===== src/hw/ctrl_pkg.sv =====
/* Controller state and bus ownership encodings for the memory FSM. */
package ctrl_pkg;

    // IDLE arbitrates, XFER moves bytes, FINISH raises the done pulse
    typedef enum logic [1:0] {
        IDLE   = 2'd0,
        XFER   = 2'd1,
        FINISH = 2'd2
    } mc_state_t;

    // who owns the bus for the current transfer
    typedef enum logic {
        OWN_FETCH = 1'b0,
        OWN_DATA  = 1'b1
    } owner_t;

endpackage


===== src/hw/mem_pkg.sv =====
/* Bus widths and data-port types for the byte-wide memory controller.
   Shared by the RTL and the testbench through scoped names. */
package mem_pkg;

    localparam int ADDR_W = 32;
    localparam int WORD_W = 32;
    localparam int BYTE_W = 8;
    localparam int LEN_W  = 2;

    // byte address on the external bus
    typedef logic [ADDR_W-1:0] addr_t;

    // instruction or data word
    typedef logic [WORD_W-1:0] word_t;

    typedef logic [BYTE_W-1:0] byte_t;

    // access length minus one, so 0, 1 and 3 are the legal values
    typedef logic [LEN_W-1:0] len_t;

    // length used for every instruction fetch
    localparam len_t LEN_WORD = 2'd3;

    // data-cache request, held by the requester until dc_done
    typedef struct packed {
        logic  en;
        logic  store;
        len_t  len;
        addr_t addr;
        word_t wdata;
    } data_req_t;

endpackage

===== src/hw/mem_core.sv =====
/* Memory side of the core: fetch and data-cache traffic over the byte bus.
   Instantiate with ADDR_BITS set to the number of decoded address bits. */
`timescale 1ns/1ps

module mem_core #(
    parameter int ADDR_BITS = 18
) (
    input  logic               clk_in,
    input  logic               reset,
    input  logic               rdy_in,
    input  mem_pkg::byte_t     mem_din,
    output mem_pkg::byte_t     mem_dout,
    output mem_pkg::addr_t     mem_a,
    output logic               mem_wr,
    input  logic               io_buffer_full,
    input  logic               fetch_redirect,
    input  mem_pkg::addr_t     fetch_pc,
    output logic               inst_valid,
    output mem_pkg::word_t     inst,
    input  mem_pkg::data_req_t dc_req,
    output logic               dc_done,
    output mem_pkg::word_t     dc_rdata
);

    logic           fetch_en;
    mem_pkg::addr_t fetch_addr;
    logic           fetch_done;
    logic           start;
    logic           step;
    logic [1:0]     index;
    logic           last;
    logic [1:0]     read_lane;
    logic           read_capture;
    logic [1:0]     write_lane;
    mem_pkg::word_t result;
    mem_pkg::len_t  xfer_len;

    // same choice as the FSM makes at IDLE, data first
    assign xfer_len = dc_req.en ? dc_req.len : mem_pkg::LEN_WORD;
    assign dc_rdata = result;

    mem_fsm #(
        .ADDR_BITS(ADDR_BITS)
    ) fsm_i (
        .clk_in        (clk_in),
        .reset         (reset),
        .rdy_in        (rdy_in),
        .fetch_en      (fetch_en),
        .fetch_addr    (fetch_addr),
        .dc_req        (dc_req),
        .io_buffer_full(io_buffer_full),
        .index         (index),
        .last          (last),
        .start         (start),
        .step          (step),
        .mem_a         (mem_a),
        .mem_wr        (mem_wr),
        .read_lane     (read_lane),
        .read_capture  (read_capture),
        .write_lane    (write_lane),
        .fetch_done    (fetch_done),
        .dc_done       (dc_done)
    );

    byte_counter counter_i (
        .clk_in(clk_in),
        .reset (reset),
        .rdy_in(rdy_in),
        .start (start),
        .len   (xfer_len),
        .step  (step),
        .index (index),
        .last  (last)
    );

    word_assembler assembler_i (
        .clk_in      (clk_in),
        .reset       (reset),
        .rdy_in      (rdy_in),
        .start       (start),
        .read_capture(read_capture),
        .read_lane   (read_lane),
        .mem_din     (mem_din),
        .wdata       (dc_req.wdata),
        .write_lane  (write_lane),
        .mem_dout    (mem_dout),
        .result      (result)
    );

    fetch_unit fetch_i (
        .clk_in        (clk_in),
        .reset         (reset),
        .rdy_in        (rdy_in),
        .fetch_redirect(fetch_redirect),
        .fetch_pc      (fetch_pc),
        .fetch_done    (fetch_done),
        .result        (result),
        .fetch_en      (fetch_en),
        .fetch_addr    (fetch_addr),
        .inst_valid    (inst_valid),
        .inst          (inst)
    );

endmodule


===== src/hw/mem_fsm.sv =====
/* Bus controller: arbitrates data over fetch, sequences the bytes of a transfer
   and holds I/O writes while the UART buffer is full. */
`timescale 1ns/1ps

module mem_fsm #(
    parameter int ADDR_BITS = 18
) (
    input  logic               clk_in,
    input  logic               reset,
    input  logic               rdy_in,
    input  logic               fetch_en,
    input  mem_pkg::addr_t     fetch_addr,
    input  mem_pkg::data_req_t dc_req,
    input  logic               io_buffer_full,
    input  logic [1:0]         index,
    input  logic               last,
    output logic               start,
    output logic               step,
    output mem_pkg::addr_t     mem_a,
    output logic               mem_wr,
    output logic [1:0]         read_lane,
    output logic               read_capture,
    output logic [1:0]         write_lane,
    output logic               fetch_done,
    output logic               dc_done
);

    localparam mem_pkg::addr_t ADDR_MASK = (mem_pkg::addr_t'(1) << ADDR_BITS) - 1;

    ctrl_pkg::mc_state_t state;
    ctrl_pkg::owner_t    owner;
    mem_pkg::addr_t      base;
    mem_pkg::addr_t      cur_addr;
    mem_pkg::addr_t      held_a;
    logic                is_store;
    logic                drain;
    logic                issuing;
    logic                io_addr;
    logic                io_stall;

    // only the low ADDR_BITS of an address reach the bus
    assign cur_addr = (base + mem_pkg::addr_t'(index)) & ADDR_MASK;
    assign io_addr  = &cur_addr[ADDR_BITS-1 -: 2];

    // drain is the read cycle where the last byte comes back, no new address
    assign issuing  = (state == ctrl_pkg::XFER) && !drain;
    assign io_stall = is_store && io_addr && io_buffer_full;

    assign start  = (state == ctrl_pkg::IDLE) && (dc_req.en || fetch_en);
    assign step   = issuing && !io_stall;
    assign mem_wr = issuing && is_store && !io_stall && rdy_in;

    // while paused keep the last issued address so the pending read byte
    // is still on mem_din when rdy_in returns
    assign mem_a = rdy_in ? cur_addr : held_a;

    assign write_lane = index;

    assign fetch_done = (state == ctrl_pkg::FINISH) && (owner == ctrl_pkg::OWN_FETCH)
                        && rdy_in;
    assign dc_done    = (state == ctrl_pkg::FINISH) && (owner == ctrl_pkg::OWN_DATA)
                        && rdy_in;

    always_ff @(posedge clk_in) begin
        if (reset) begin
            state        <= ctrl_pkg::IDLE;
            owner        <= ctrl_pkg::OWN_FETCH;
            is_store     <= 1'b0;
            drain        <= 1'b0;
            read_capture <= 1'b0;
        end else if (rdy_in) begin
            // a read byte lands one cycle after its address
            read_capture <= issuing && !is_store;
            case (state)
                ctrl_pkg::IDLE: begin
                    if (start) begin
                        state <= ctrl_pkg::XFER;
                        // data wins over a waiting fetch
                        if (dc_req.en) begin
                            owner    <= ctrl_pkg::OWN_DATA;
                            is_store <= dc_req.store;
                        end else begin
                            owner    <= ctrl_pkg::OWN_FETCH;
                            is_store <= 1'b0;
                        end
                    end
                end
                ctrl_pkg::XFER: begin
                    if (drain) begin
                        drain <= 1'b0;
                        state <= ctrl_pkg::FINISH;
                    end else if (last && !io_stall) begin
                        if (is_store) begin
                            state <= ctrl_pkg::FINISH;
                        end else begin
                            drain <= 1'b1;
                        end
                    end
                end
                ctrl_pkg::FINISH: begin
                    state <= ctrl_pkg::IDLE;
                end
                default: begin
                    state <= ctrl_pkg::IDLE;
                end
            endcase
        end
    end

    always_ff @(posedge clk_in) begin
        if (rdy_in) begin
            held_a    <= cur_addr;
            read_lane <= index;
            if (start) begin
                base <= dc_req.en ? dc_req.addr : fetch_addr;
            end
        end
    end

endmodule


===== src/hw/fetch_unit.sv =====
/* Sequential instruction fetch. Requests the word at pc continuously, steps pc
   by 4 per returned word and drops the word in flight after a redirect. */
`timescale 1ns/1ps

module fetch_unit (
    input  logic           clk_in,
    input  logic           reset,
    input  logic           rdy_in,
    input  logic           fetch_redirect,
    input  mem_pkg::addr_t fetch_pc,
    input  logic           fetch_done,
    input  mem_pkg::word_t result,
    output logic           fetch_en,
    output mem_pkg::addr_t fetch_addr,
    output logic           inst_valid,
    output mem_pkg::word_t inst
);

    mem_pkg::addr_t pc;
    logic           stale;

    // acceptance is not visible here, so a redirect always marks the next
    // returned word as old; at worst the new pc is fetched twice
    always_ff @(posedge clk_in) begin
        if (reset) begin
            pc       <= '0;
            stale    <= 1'b0;
            fetch_en <= 1'b0;
        end else if (rdy_in) begin
            fetch_en <= 1'b1;
            if (fetch_redirect) begin
                pc    <= fetch_pc;
                stale <= 1'b1;
            end else if (fetch_done) begin
                if (stale) begin
                    // pc already holds the redirect target
                    stale <= 1'b0;
                end else begin
                    pc <= pc + mem_pkg::addr_t'(4);
                end
            end
        end
    end

    assign fetch_addr = pc;

    // a word finishing in the redirect cycle also belongs to the old stream
    assign inst_valid = fetch_done && !stale && !fetch_redirect;
    assign inst       = result;

endmodule


===== src/hw/word_assembler.sv =====
/* Steers bus bytes into the result word on reads and picks the outgoing
   store byte by lane on writes. */
`timescale 1ns/1ps

module word_assembler (
    input  logic           clk_in,
    input  logic           reset,
    input  logic           rdy_in,
    input  logic           start,
    input  logic           read_capture,
    input  logic [1:0]     read_lane,
    input  mem_pkg::byte_t mem_din,
    input  mem_pkg::word_t wdata,
    input  logic [1:0]     write_lane,
    output mem_pkg::byte_t mem_dout,
    output mem_pkg::word_t result
);

    logic [4:0] rd_shift;
    logic [4:0] wr_shift;

    // lane number to bit offset, little endian
    assign rd_shift = {read_lane, 3'b000};
    assign wr_shift = {write_lane, 3'b000};

    always_ff @(posedge clk_in) begin
        if (reset) begin
            result <= '0;
        end else if (rdy_in) begin
            if (start) begin
                // cleared so short loads come out zero-extended
                result <= '0;
            end else if (read_capture) begin
                result[rd_shift +: mem_pkg::BYTE_W] <= mem_din;
            end
        end
    end

    assign mem_dout = wdata[wr_shift +: mem_pkg::BYTE_W];

endmodule


===== src/hw/byte_counter.sv =====
/* Byte index of the transfer in progress and a flag on its final byte.
   Loaded by the FSM at acceptance and stepped once per issued byte. */
`timescale 1ns/1ps

module byte_counter (
    input  logic          clk_in,
    input  logic          reset,
    input  logic          rdy_in,
    input  logic          start,
    input  mem_pkg::len_t len,
    input  logic          step,
    output logic [1:0]    index,
    output logic          last
);

    mem_pkg::len_t len_q;

    always_ff @(posedge clk_in) begin
        if (reset) begin
            index <= 2'd0;
            len_q <= '0;
        end else if (rdy_in) begin
            if (start) begin
                index <= 2'd0;
                len_q <= len;
            end else if (step) begin
                // wraps after a full word, harmless since the FSM has moved on
                index <= index + 2'd1;
            end
        end
    end

    assign last = (index == len_q);

endmodule


===== config.mk =====
export PLATFORM = sky130hd
export DESIGN_NAME = mem_core
export DESIGN_NICKNAME = d
export VERILOG_FILES = /design/src/hw/ctrl_pkg.sv /design/src/hw/mem_pkg.sv /design/src/hw/mem_core.sv /design/src/hw/mem_fsm.sv /design/src/hw/fetch_unit.sv /design/src/hw/word_assembler.sv /design/src/hw/byte_counter.sv
export SDC_FILE = /design/constraint.sdc
export NUM_CORES = 1
export LEC_CHECK = 0
export BUFFER_PORTS_ARGS = -buffer_cell sky130_fd_sc_hd__buf_2
export CORE_UTILIZATION = 40
export DETAILED_ROUTE_END_ITERATION = 6
export MAX_ROUTING_LAYER = met4
export PLACE_DENSITY = 0.73
export SYNTH_ARGS = -nofsm -noshare
export SYNTH_HDL_FRONTEND = slang
export SYNTH_SLANG_ARGS = --single-unit

===== constraint.sdc =====
create_clock -name clk_in -period 2.8 [get_ports clk_in]
set_input_delay 0.56 -clock clk_in [delete_from_list [all_inputs] [get_ports clk_in]]
set_output_delay 0.56 -clock clk_in [all_outputs]
set_load 0.02 [all_outputs]

==> insert_results.sql, run 1 <==
INSERT INTO impl_metrics (metric_group, metric, value, unit) VALUES
('outcome', 'outcome', 'finished with violations', ''),
('outcome', 'violations', 'setup timing', ''),
('placed_design', 'placed_area', '6250', 'um2'),
('detailed_routing', 'ant_nets', '0', ''),
('run', 'drv.max_cap_violation_count', '0', ''),
('sta', 'final_max_slew_viol_count', '0', ''),
('global_routing', 'first_pass_grt_wire_length', '22300', 'um'),
('synth', 'ys_seq_area_share', '46.4', '%'),
('setup_path', 'series_of_cell_instances_along_the_critical_path', 'ha_4 > fa_2 > nand4_1 > nor2_4 > buf_4 > nand2_2 > xor2_1 > a21oi_2 > buf_4', ''),
('detailed_routing', 'drt-vias-per-instance', '5.11', ''),
('synth', 'synthCells', '557', ''),
('sta', 'timing.max_slew.rel_slack', '42.1', '%'),
('sta', 'finalSetupTns', '-0.162', 'ns'),
('detailed_routing', 'detailroute.via_count', '4637', ''),
('floorplan', 'die_x', '118', 'um'),
('layout', 'layout-area-overhead-vs-synth', '32.6', '%'),
('setup_path', 'crit_top_cell', 'buf_4', ''),
('cts', 'ctsHoldBuffers', '0', ''),
('sta', 'finalSetupViolCount', '5', ''),
('setup_path', 'crit_path_max_fanout', '6', ''),
('placed_design', 'gp_routability_congestion', '0.869', ''),
('floorplan', 'die_height', '118', 'um'),
('synth', 'syn_nets', '678', ''),
('global_routing', 'grt-ovfl-total', '0', ''),
('synth', 'fraction_of_registers_with_async_set_or_reset_after_synthesis', '0', '%'),
('layout', 'multiInputGateArea', '2580', 'um2'),
('floorplan', 'core-area', '12800', 'um2'),
('layout', 'mostFrequentLayoutCells', 'buf_2, dfxtp_1, nor2_1', ''),
('placed_design', 'detailed_place_hpwl', '9980', 'um'),
('cts', 'cts-htree-levels', '4', ''),
('synth', 'most_used_dff_post_synth', 'dfxtp_1', ''),
('detailed_routing', 'detailedRoute.firstPassIterationCount', '6', ''),
('sta', 'timing.final.hold_violations', '0', ''),
('sta', 'max_fclk', '0.349', 'GHz'),
('cts', 'clkLatencyLatePin', '0.41', 'ns'),
('layout', 'final_core_util', '55.3', '%'),
('detailed_routing', 'wirelength', '13900', 'um'),
('placed_design', 'post-place-ws', '0.274', 'ns'),
('cts', 'cts_tree', 'built', ''),
('sta', 'min_period_over_period', '102', '%'),
('cts', 'cts.path.max_buffers', '2', ''),
('floorplan', 'num_rows', '41', ''),
('layout', 'most_common_cell_after_layout_fill_and_taps_aside', 'buf_2', ''),
('min_path', 'hold_path_class', 'primary input to flop', ''),
('synth', 'synth_edf_count', '20', ''),
('layout', 'final_cell_area', '7090', 'um2'),
('global_routing', 'grt_start_max_net_pins', '53', ''),
('layout', 'antenna_cells', '0', ''),
('layout', 'area.sequential', '2480', 'um2'),
('cts', 'numClockSinks', '114', ''),
('synth', 'synth.cell_area', '5350', 'um2'),
('setup_path', 'worst_path_max_delay_cell', 'edfxtp_1', ''),
('global_routing', 'number_of_antenna_violations_at_the_first_check_in_global_routing', '0', ''),
('global_routing', 'grt_pass1_vias', '4503', ''),
('detailed_routing', 'first_iter_violations', '339', ''),
('cts', 'cts_made_buffers', '17', ''),
('setup_path', 'cp_top_family', 'adder cells', ''),
('setup_path', 'worst_ep_required_time', '2.24', 'ns'),
('sta', 'grt_setup_unrepaired', 'true', ''),
('synth', 'synth_cell_types', '54', ''),
('detailed_routing', 'routed_wire_length_per_instance', '15.3', 'um'),
('synth', 'avgSynthCellArea', '9.60', 'um2'),
('sta', 'final_critical_path_setup_slack', '-0.0638', 'ns'),
('cts', 'ctsRootBufferMaster', 'clkbuf_16', ''),
('setup_path', 'worstPathArrival', '2.30', 'ns'),
('power', 'total_power', '4.64', 'mW'),
('floorplan', 'die_area', '13800', 'um2'),
('layout', 'n_fill_cell', '1132', ''),
('sta', 'timing.final.crit_period', '2.86', 'ns'),
('setup_path', 'worst_setup_path_start_kind', 'flop', ''),
('floorplan', 'design.portCount', '220', '');
==> Yosys cell counts (6+ instances only) <==
| cell | count | area [um2] |
|---|---|---|
| clkbuf_1 | 13 | 48.8 |
| nor2_1 | 95 | 357 |
| mux2i_1 | 8 | 80.1 |
| nand3_1 | 15 | 75.1 |
| mux4_2 | 8 | 180 |
| nor2b_1 | 15 | 93.8 |
| a211oi_1 | 6 | 45.0 |
| xor2_1 | 12 | 105 |
| mux2_2 | 18 | 203 |
| nand4_1 | 7 | 43.8 |
| o21ai_0 | 10 | 50.1 |
| buf_4 | 33 | 248 |
| edfxtp_1 | 20 | 601 |
| buf_2 | 7 | 35.0 |
| a22oi_1 | 33 | 248 |
| inv_1 | 10 | 37.5 |
| ha_1 | 7 | 87.6 |
| nor3_1 | 7 | 35.0 |
| nand2_1 | 25 | 93.8 |
| dfxtp_1 | 94 | 1880 |
| a21oi_1 | 40 | 200 |
==> report_power, final <==
part / switching [mW] / internal (mW)
registers: 0.0664 / 1.76
logic: 0.280 / 0.208
clock network: 0.728 / 1.60
total: 1.07 / 3.57
==> area by class of cell <==
| type | count | area share, % |
|---|---|---|
| multi-input cells | 375 | 36.4 |
| clock inverters | 8 | 2.08 |
| inverters | 10 | 0.530 |
| flip-flops and latches | 114 | 35.0 |
| repair buffers | 206 | 15.8 |
| well taps | 172 | 3.04 |
| clock buffers | 23 | 7.03 |
==> state kept, by name, summed over array words and instances (netlist names) <==
name / flops
assembler_i.result: 32
fsm_i.held_a: 32
fetch_i.fetch_addr: 18
fsm_i.base: 18
counter_i.index: 2
counter_i.len_q: 2
fsm_i.read_lane: 2
fsm_i.state: 2
fetch_i.fetch_en: 1
fetch_i.stale: 1
fsm_i.drain: 1
fsm_i.is_store: 1
fsm_i.owner: 1
fsm_i.read_capture: 1
==> path summary, 6_finish.rpt <==
check / cells after the start / slack (ns) / start / end
setup / recovery: 9 / -0.06 / fsm_i.base[0] / mem_a[10]
hold / removal: 3 / 0.39 / fetch_pc[5] / fetch_i.fetch_addr[5]
setup reg to reg: 5 / 0.61 / fsm_i.read_lane[0] / assembler_i.result[3]
hold reg to reg: 1 / 0.46 / fsm_i.held_a[20] / fsm_i.held_a[20]
==> through the flow <==
step | cells | hold WS, ns
final | 908 | 0.392
after global routing | 908 | 0.405
after CTS | 904 | 0.378
after detailed placement | 871 | 0.456
after global placement | 871 | 0.453
after floorplan | 557 | 0.434
==> worst register-to-register path: stages, from the launching register on <==
cell and delay, ns:
edfxtp_1 0.49, inv_1 0.21, ha_1 0.32, nor4b_2 0.78
a22oi_1 0.21, nor2_1 0.11
==> cell families (layout without fill, tap and decap cells) <==
family          Yosys count  in the layout  share of synthesized area, %
xor+xnor                 17             17                          2.78
simple gates            201            201                          18.6
flops                   114            114                          46.4
mux                      34             34                          8.66
fa+ha+maj                 8              8                          2.01
compound gates          115            115                          14.3
buf+inv                  68            247                          7.26
==> layer usage <==
| layer | share of wire [%] | GRT usage, % |
|---|---|---|
| met1 | 45 | 26.1 |
| met2 | 48 | 31.8 |
| met3 | 5.1 | 5.81 |
| met4 | 2.1 | 8.17 |
| met5 | 0 | - |
==> timing repair <==
action | 4_1_cts | 5_1_grt
endpoints found under the setup margin | 9 | 11
resized for setup | 11 | 30
pin swaps | 7 | 13
buffers inserted | 2 | 4
cloned | 0 | 0
(Power assumes the default switching activity.)
==> run 2, diff against run 1 <==
--- a/config.mk
+++ b/config.mk
@@ -6,10 +6,11 @@
 export NUM_CORES = 1
 export LEC_CHECK = 0
 export BUFFER_PORTS_ARGS = -buffer_cell sky130_fd_sc_hd__buf_2
-export CORE_UTILIZATION = 40
+export CORE_UTILIZATION = 45
 export DETAILED_ROUTE_END_ITERATION = 6
 export MAX_ROUTING_LAYER = met4
-export PLACE_DENSITY = 0.73
+export PLACE_DENSITY = 0.81
+export SLEW_MARGIN = 20
 export SYNTH_ARGS = -nofsm -noshare
 export SYNTH_HDL_FRONTEND = slang
 export SYNTH_SLANG_ARGS = --single-unit
==> insert_results.sql, run 2 (same netlist as run 1, synthesis figures left out) <==
INSERT INTO impl_metrics (metric_group, metric, value, unit) VALUES
('cts', 'cts.path.max_buffers', '2', ''),
('setup_path', 'worstPathArrival', '2.37', 'ns'),
('sta', 'timing.final.hold_violations', '0', ''),
('cts', 'cts-htree-levels', '4', ''),
('sta', 'finalSetupViolCount', '6', ''),
('setup_path', 'endpoint_kind', 'primary output', ''),
('global_routing', 'grt_pass1_vias', '4416', ''),
('detailed_routing', 'drt-vias-per-instance', '5.33', ''),
('sta', 'worst_clock_skew', '0.0115', 'ns'),
('cts', 'cts_tree', 'built', ''),
('cts', 'cts_made_buffers', '17', ''),
('global_routing', 'grt-ovfl-total', '0', ''),
('layout', 'final_cell_area', '6960', 'um2'),
('sta', 'final_critical_path_setup_slack', '-0.130', 'ns'),
('cts', 'clkSlewWorstSetupHoldPaths', '0.06', 'ns'),
('layout', 'most_common_cell_after_layout_fill_and_taps_aside', 'buf_2', ''),
('global_routing', 'grt_start_max_net_pins', '53', ''),
('power', 'worst_ir_drop_vdd', '0.000366', 'V'),
('placed_design', 'detailed_place_hpwl', '9810', 'um'),
('outcome', 'violations', 'DRC, setup timing', ''),
('setup_path', 'crit_path_max_fanout', '4', ''),
('setup_path', 'series_of_cell_instances_along_the_critical_path', 'buf_6 > fa_2 > nand4_1 > nor2_4 > buf_6 > and3_4 > o22ai_4 > and3_4 > buf_6', ''),
('setup_path', 'worst_setup_path_start_kind', 'flop', ''),
('placed_design', 'gp_routability_congestion', '0.808', ''),
('power', 'seqPwrFrac', '41.6', '%'),
('layout', 'share_of_post_route_cells_with_drive_strength_above_1', '40.1', '%'),
('detailed_routing', 'ant_nets', '0', ''),
('setup_path', 'critical_path.reg2reg.endpoint', 'fsm_i.state[1]', ''),
('power', 'total_power', '4.39', 'mW'),
('detailed_routing', 'residual_drc_count', '20', ''),
('power', 'cell_internal_pwr', '3.32', 'mW'),
('placed_design', 'buffers_added_on_ports', '191', ''),
('sta', 'grt_setup_unrepaired', 'true', ''),
('floorplan', 'design.portCount', '220', ''),
('setup_path', 'worstReg2RegStart', 'fsm_i.base[1]', ''),
('cts', 'clkLatencyLatePin', '0.41', 'ns'),
('setup_path', 'crit_type', 'flop to primary output', ''),
('setup_path', 'number_of_cells_traversed_by_the_worst_register_to_register_path', '10', ''),
('run', 'drv.max_cap_violation_count', '0', ''),
('floorplan', 'die_height', '111', 'um'),
('power', 'power_frac_comb', '11.1', '%'),
('outcome', 'outcome', 'finished with violations', ''),
('setup_path', 'timing.critical_path.slowest_cell_delay', '0.42', 'ns'),
('setup_path', 'worstPathBufferInverterCount', '3', ''),
('min_path', 'min_to', 'fetch_i.fetch_addr[5]', ''),
('floorplan', 'core-area', '11500', 'um2'),
('setup_path', 'crit_top_cell', 'buf_6', ''),
('detailed_routing', 'routed_wire_length_per_instance', '15.7', 'um'),
('detailed_routing', 'detailedRoute.firstPassIterationCount', '7', ''),
('global_routing', 'first_pass_grt_wire_length', '21800', 'um'),
('floorplan', 'die_x', '111', 'um'),
('layout', 'mostFrequentLayoutCells', 'buf_2, nor2_1, dfxtp_1', ''),
('min_path', 'hold_start', 'fetch_pc[5]', ''),
('floorplan', 'die_area', '12300', 'um2'),
('layout', 'top_regs', 'assembler_i.result x32, fsm_i.held_a x32', ''),
('layout', 'nets', '844', ''),
('detailed_routing', 'first_iter_violations', '312', ''),
('layout', 'n_fill_cell', '975', ''),
('cts', 'ctsRootBufferMaster', 'clkbuf_16', ''),
('sta', 'timing.final.crit_period', '2.93', 'ns'),
('sta', 'final_max_slew_viol_count', '0', ''),
('detailed_routing', 'detailroute.via_count', '4681', ''),
('setup_path', 'worst_path_max_delay_cell', 'edfxtp_1', ''),
('min_path', 'hold_path_class', 'primary input to flop', ''),
('placed_design', 'placed_area', '6230', 'um2'),
('setup_path', 'cp_top_family', 'simple AND/OR/NAND/NOR gates', ''),
('power', 'swShare', '24.3', '%'),
('floorplan', 'num_rows', '39', ''),
('cts', 'numClockSinks', '114', ''),
('sta', 'min_period_over_period', '105', '%'),
('power', 'static-leakage-power', '3.01', 'nW'),
('placed_design', 'post-place-ws', '0.285', 'ns'),
('sta', 'pin_slew_with_the_least_headroom_to_its_limit', '0.855', 'ns'),
('min_path', 'holdPathStages', '3', ''),
('power', 'p_switching', '1.07', 'mW'),
('layout', 'final_core_util', '60.4', '%'),
('power', 'cellPowerDensity', '630', 'nW/um2'),
('detailed_routing', 'wirelength', '13800', 'um'),
('floorplan', 'initial_core_util', '46.4', '%'),
('layout', 'layout-area-overhead-vs-synth', '30.2', '%'),
('sta', 'hold-worst-slack', '0.401', 'ns'),
('sta', 'timing.max_slew.rel_slack', '42.8', '%'),
('setup_path', 'reg2reg_slack', '0.47', 'ns'),
('global_routing', 'groute.usage.overall', '23.2', '%'),
('setup_path', 'worst_ep_required_time', '2.24', 'ns'),
('sta', 'max_fclk', '0.341', 'GHz'),
('power', 'pwr-share-clk', '47.3', '%'),
('global_routing', 'number_of_antenna_violations_at_the_first_check_in_global_routing', '1', '');
run 2: through the flow:
stage	instances	TNS [ns]
3_5_place_dp	842	0
6_report	878	-0.392
4_1_cts	875	-0.00338
3_3_place_gp	842	0
2_1_floorplan	557	0
5_1_grt	878	-1.41
run 2: timing repair:
| action | 4_1_cts | 5_1_grt |
|---|---|---|
| resized for setup | 12 | 19 |
| setup buffers | 3 | 2 |
| hold buffers | 0 | 0 |
| pin swaps | 6 | 8 |
| endpoints found under the setup margin | 9 | 12 |
| hold endpoints to repair | 0 | 0 |
run 2: area by class of cell:
type | count | area (um2) | share of cell area (%)
multi-input cells | 375 | 2560 | 36.7
flip-flops and latches | 114 | 2480 | 35.7
clock buffers | 23 | 509 | 7.32
well taps | 143 | 179 | 2.57
diodes | 1 | 2.50 | 0.0360
clock inverters | 7 | 71.3 | 1.02
repair buffers | 205 | 1120 | 16.1
inverters | 10 | 37.5 | 0.539
run 2: worst max path at each step:
stage | from | endpoint | slack (ns) | depth (start not counted)
5_1_grt | fsm_i.base[1] | mem_wr | -0.21 | 9
3_3_place_gp | fsm_i.base[0] | mem_wr | 0.32 | 8
4_1_cts | fsm_i.base[0] | mem_wr | -0.003 | 8
3_5_place_dp | fsm_i.base[0] | mem_wr | 0.29 | 8
6_report | fsm_i.base[1] | mem_wr | -0.13 | 9
2_1_floorplan | dc_req[67] | assembler_i.result[16] | 0.36 | 7
run 2: layer usage:
| layer | GRT usage [%] | routed length [um] | part of all wire [%] |
|---|---|---|---|
| met5 | - | 0 | 0 |
| met1 | 28.6 | 6000 | 44 |
| met2 | 36.3 | 6790 | 49 |
| met3 | 5.69 | 745 | 5.4 |
| met4 | 10.1 | 254 | 1.8 |
run 2: worst min-delay path: stages:
cell and delay, ns:
buf_2 0.08, a221oi_1 0.06, nor2_1 0.07
run 2: power by group through the flow:
stage | combinational, mW | clock (mW) | sequential (mW)
after global placement | 0.448 | 0 | 1.85
after CTS | 0.472 | 2.10 | 1.82
after floorplan | 0.297 | 0 | 1.84
after global routing | 0.527 | 2.18 | 1.83
after detailed placement | 0.463 | 0 | 1.85
final | 0.485 | 2.08 | 1.83
==> run 3, diff against run 2 <==
--- a/config.mk
+++ b/config.mk
@@ -6,10 +6,12 @@
 export NUM_CORES = 1
 export LEC_CHECK = 0
 export BUFFER_PORTS_ARGS = -buffer_cell sky130_fd_sc_hd__buf_2
-export CORE_UTILIZATION = 45
+export CELL_PAD_IN_SITES_DETAIL_PLACEMENT = 1
+export CELL_PAD_IN_SITES_GLOBAL_PLACEMENT = 1
+export CORE_UTILIZATION = 35
 export DETAILED_ROUTE_END_ITERATION = 6
 export MAX_ROUTING_LAYER = met4
-export PLACE_DENSITY = 0.81
+export PLACE_DENSITY = 0.84
 export SLEW_MARGIN = 20
 export SYNTH_ARGS = -nofsm -noshare
 export SYNTH_HDL_FRONTEND = slang
==> insert_results.sql, run 3 (same netlist as run 1, synthesis figures left out) <==
INSERT INTO impl_metrics (metric_group, metric, value, unit) VALUES
('cts', 'ctsRootBufferMaster', 'clkbuf_16', ''),
('floorplan', 'die_area', '15800', 'um2'),
('detailed_routing', 'routed-wl-met3', '692', 'um'),
('sta', 'timing.final.hold_violations', '0', ''),
('cts', 'clkSlewWorstSetupHoldPaths', '0.06', 'ns'),
('global_routing', 'groute.usage.overall', '21.8', '%'),
('sta', 'final_critical_path_setup_slack', '-0.0467', 'ns'),
('detailed_routing', 'wirelength', '16700', 'um'),
('sta', 'min_period_over_period', '102', '%'),
('detailed_routing', 'top_layer', 'met4', ''),
('cts', 'clkLatencyLatePin', '0.41', 'ns'),
('setup_path', 'worst_setup_path_start_kind', 'flop', ''),
('detailed_routing', 'routed_wire_length_per_instance', '17.9', 'um'),
('cts', 'cts_tree', 'built', ''),
('setup_path', 'worstPathArrival', '2.29', 'ns'),
('detailed_routing', 'detailroute.via_count', '4917', ''),
('floorplan', 'core-area', '14700', 'um2'),
('detailed_routing', 'residual_drc_count', '8', ''),
('power', 'worst_ir_drop_vdd', '0.000485', 'V'),
('detailed_routing', 'ant_nets', '0', ''),
('placed_design', 'gp_routability_congestion', '0.824', ''),
('power', 'total_power', '4.68', 'mW'),
('layout', 'mostFrequentLayoutCells', 'buf_2, nor2_1, dfxtp_1', ''),
('cts', 'cts_made_buffers', '17', ''),
('setup_path', 'number_of_cells_traversed_by_the_worst_register_to_register_path', '15', ''),
('sta', 'timing.final.crit_period', '2.85', 'ns'),
('global_routing', 'grt-ovfl-total', '0', ''),
('floorplan', 'die_x', '126', 'um'),
('setup_path', 'worstSetupEndpoint', 'mem_wr', ''),
('detailed_routing', 'first_iter_violations', '392', ''),
('setup_path', 'crit_type', 'flop to primary output', ''),
('min_path', 'hold_start', 'fetch_pc[5]', ''),
('sta', 'max_fclk', '0.351', 'GHz'),
('setup_path', 'critical_path.reg2reg.endpoint', 'fsm_i.held_a[10]', ''),
('floorplan', 'design.portCount', '220', ''),
('global_routing', 'grt_start_max_net_pins', '52', ''),
('setup_path', 'reg2reg_slack', '0.10', 'ns'),
('sta', 'finalSetupTns', '-0.140', 'ns'),
('cts', 'numClockSinks', '114', ''),
('layout', 'instances_no_fill', '934', ''),
('min_path', 'hold_path_class', 'primary input to flop', ''),
('layout', 'most_common_cell_after_layout_fill_and_taps_aside', 'buf_2', ''),
('floorplan', 'num_rows', '44', ''),
('sta', 'hold-worst-slack', '0.404', 'ns'),
('power', 'static-leakage-power', '3.10', 'nW'),
('sta', 'worst_clock_skew', '0.00938', 'ns'),
('power', 'cellPowerDensity', '646', 'nW/um2'),
('floorplan', 'initial_core_util', '36.4', '%'),
('global_routing', 'number_of_antenna_violations_at_the_first_check_in_global_routing', '3', ''),
('layout', 'top_regs', 'assembler_i.result x32, fsm_i.held_a x32', ''),
('detailed_routing', 'wl_met2', '8670', 'um'),
('sta', 'finalSetupViolCount', '7', ''),
('placed_design', 'instance_count_after_placement_with_tap_cells_included', '881', ''),
('layout', 'share_of_post_route_cells_with_drive_strength_above_1', '42.7', '%'),
('sta', 'pin_slew_with_the_least_headroom_to_its_limit', '0.897', 'ns'),
('detailed_routing', 'drt-vias-per-instance', '5.26', ''),
('run', 'drv.max_cap_violation_count', '0', ''),
('sta', 'final_max_slew_viol_count', '0', ''),
('layout', 'layout-area-overhead-vs-synth', '35.5', '%'),
('cts', 'cts-htree-levels', '4', ''),
('sta', 'grt_setup_unrepaired', 'true', ''),
('placed_design', 'buffers_added_on_ports', '191', ''),
('detailed_routing', 'met1_wirelength', '7060', 'um'),
('global_routing', 'grt_pass1_vias', '5088', ''),
('setup_path', 'endpoint_kind', 'primary output', ''),
('floorplan', 'die_height', '126', 'um'),
('layout', 'nets', '855', ''),
('setup_path', 'crit_path_max_fanout', '6', ''),
('detailed_routing', 'detailedRoute.firstPassIterationCount', '7', ''),
('setup_path', 'worstReg2RegStart', 'fsm_i.base[1]', ''),
('setup_path', 'startpoint', 'fsm_i.base[1]', ''),
('placed_design', 'detailed_place_hpwl', '11800', 'um'),
('setup_path', 'worst_ep_required_time', '2.24', 'ns'),
('outcome', 'outcome', 'finished with violations', ''),
('global_routing', 'first_pass_grt_wire_length', '26300', 'um'),
('outcome', 'violations', 'DRC, setup timing', ''),
('layout', 'final_core_util', '49.3', '%'),
('sta', 'timing.max_slew.rel_slack', '40.0', '%'),
('cts', 'cts.path.max_buffers', '2', '');
run 3: cell count changes in the layout (fill, tap and decap cells not counted), sizes merged:
cell	before	now
buf	205	216
bufinv	1	3
clkinv	3	2
clkinvlp	1	3
diode	1	3
inv	12	15
clkbuf	23	19
run 3: stage by stage:
stage	worst slack (ns)	instance area, um2
2_1_floorplan	0.362	5350
3_3_place_gp	0.277	6240
3_5_place_dp	0.202	6240
4_1_cts	-0.121	7060
5_1_grt	-0.155	7240
6_report	-0.0467	7240
run 3: routing by layer:
metal | global-route usage [%] | vias to the layer above
met1 | 24.7 | 2445
met5 | - | -
met2 | 37.3 | 133
li1 | - | 2315
met3 | 5.35 | 24
met4 | 7.89 | 0
run 3: critical path, cell delays in order, from the launching register on:
cell and delay, ns:
edfxtp_1 0.43, buf_6 0.15, fa_2 0.41, nand4_1 0.18, nor2_4 0.09, and3_4 0.19, o22ai_4 0.11, and3_4 0.20
buf_6 0.11
run 3: how the worst min path moves through the flow:
stage                             to  slack [ns]  cells after the start
2_1_floorplan  fetch_i.fetch_addr[0]        0.43                      2
3_3_place_gp        fsm_i.held_a[28]        0.45                      1
3_5_place_dp        fsm_i.held_a[21]        0.46                      1
4_1_cts        fetch_i.fetch_addr[0]        0.39                      3
5_1_grt           counter_i.len_q[0]        0.40                      3
6_report       fetch_i.fetch_addr[5]        0.40                      3
run 3: final cells by class:
type | count | area [um2]
fillers | 1691 | 7450
multi-input cells | 375 | 2650
flip-flops and latches | 114 | 2480
repair buffers | 216 | 1200
clock buffers | 19 | 464
well taps | 184 | 230
clock inverters | 13 | 171
inverters | 10 | 37.5
diodes | 3 | 7.51
run 3: power by group:
part	switching, mW	total [mW]	internal [mW]	leakage (nW)
Combinational	0.302	0.531	0.229	1.84
Sequential	0.0749	1.83	1.76	0.963
Clock	0.824	2.31	1.49	0.303
run 3: repair_timing:
action	in CTS	in global routing
endpoints found under the setup margin	11	14
pin swaps	11	10
setup buffers	14	4
hold buffers	0	0
resized for setup	20	35
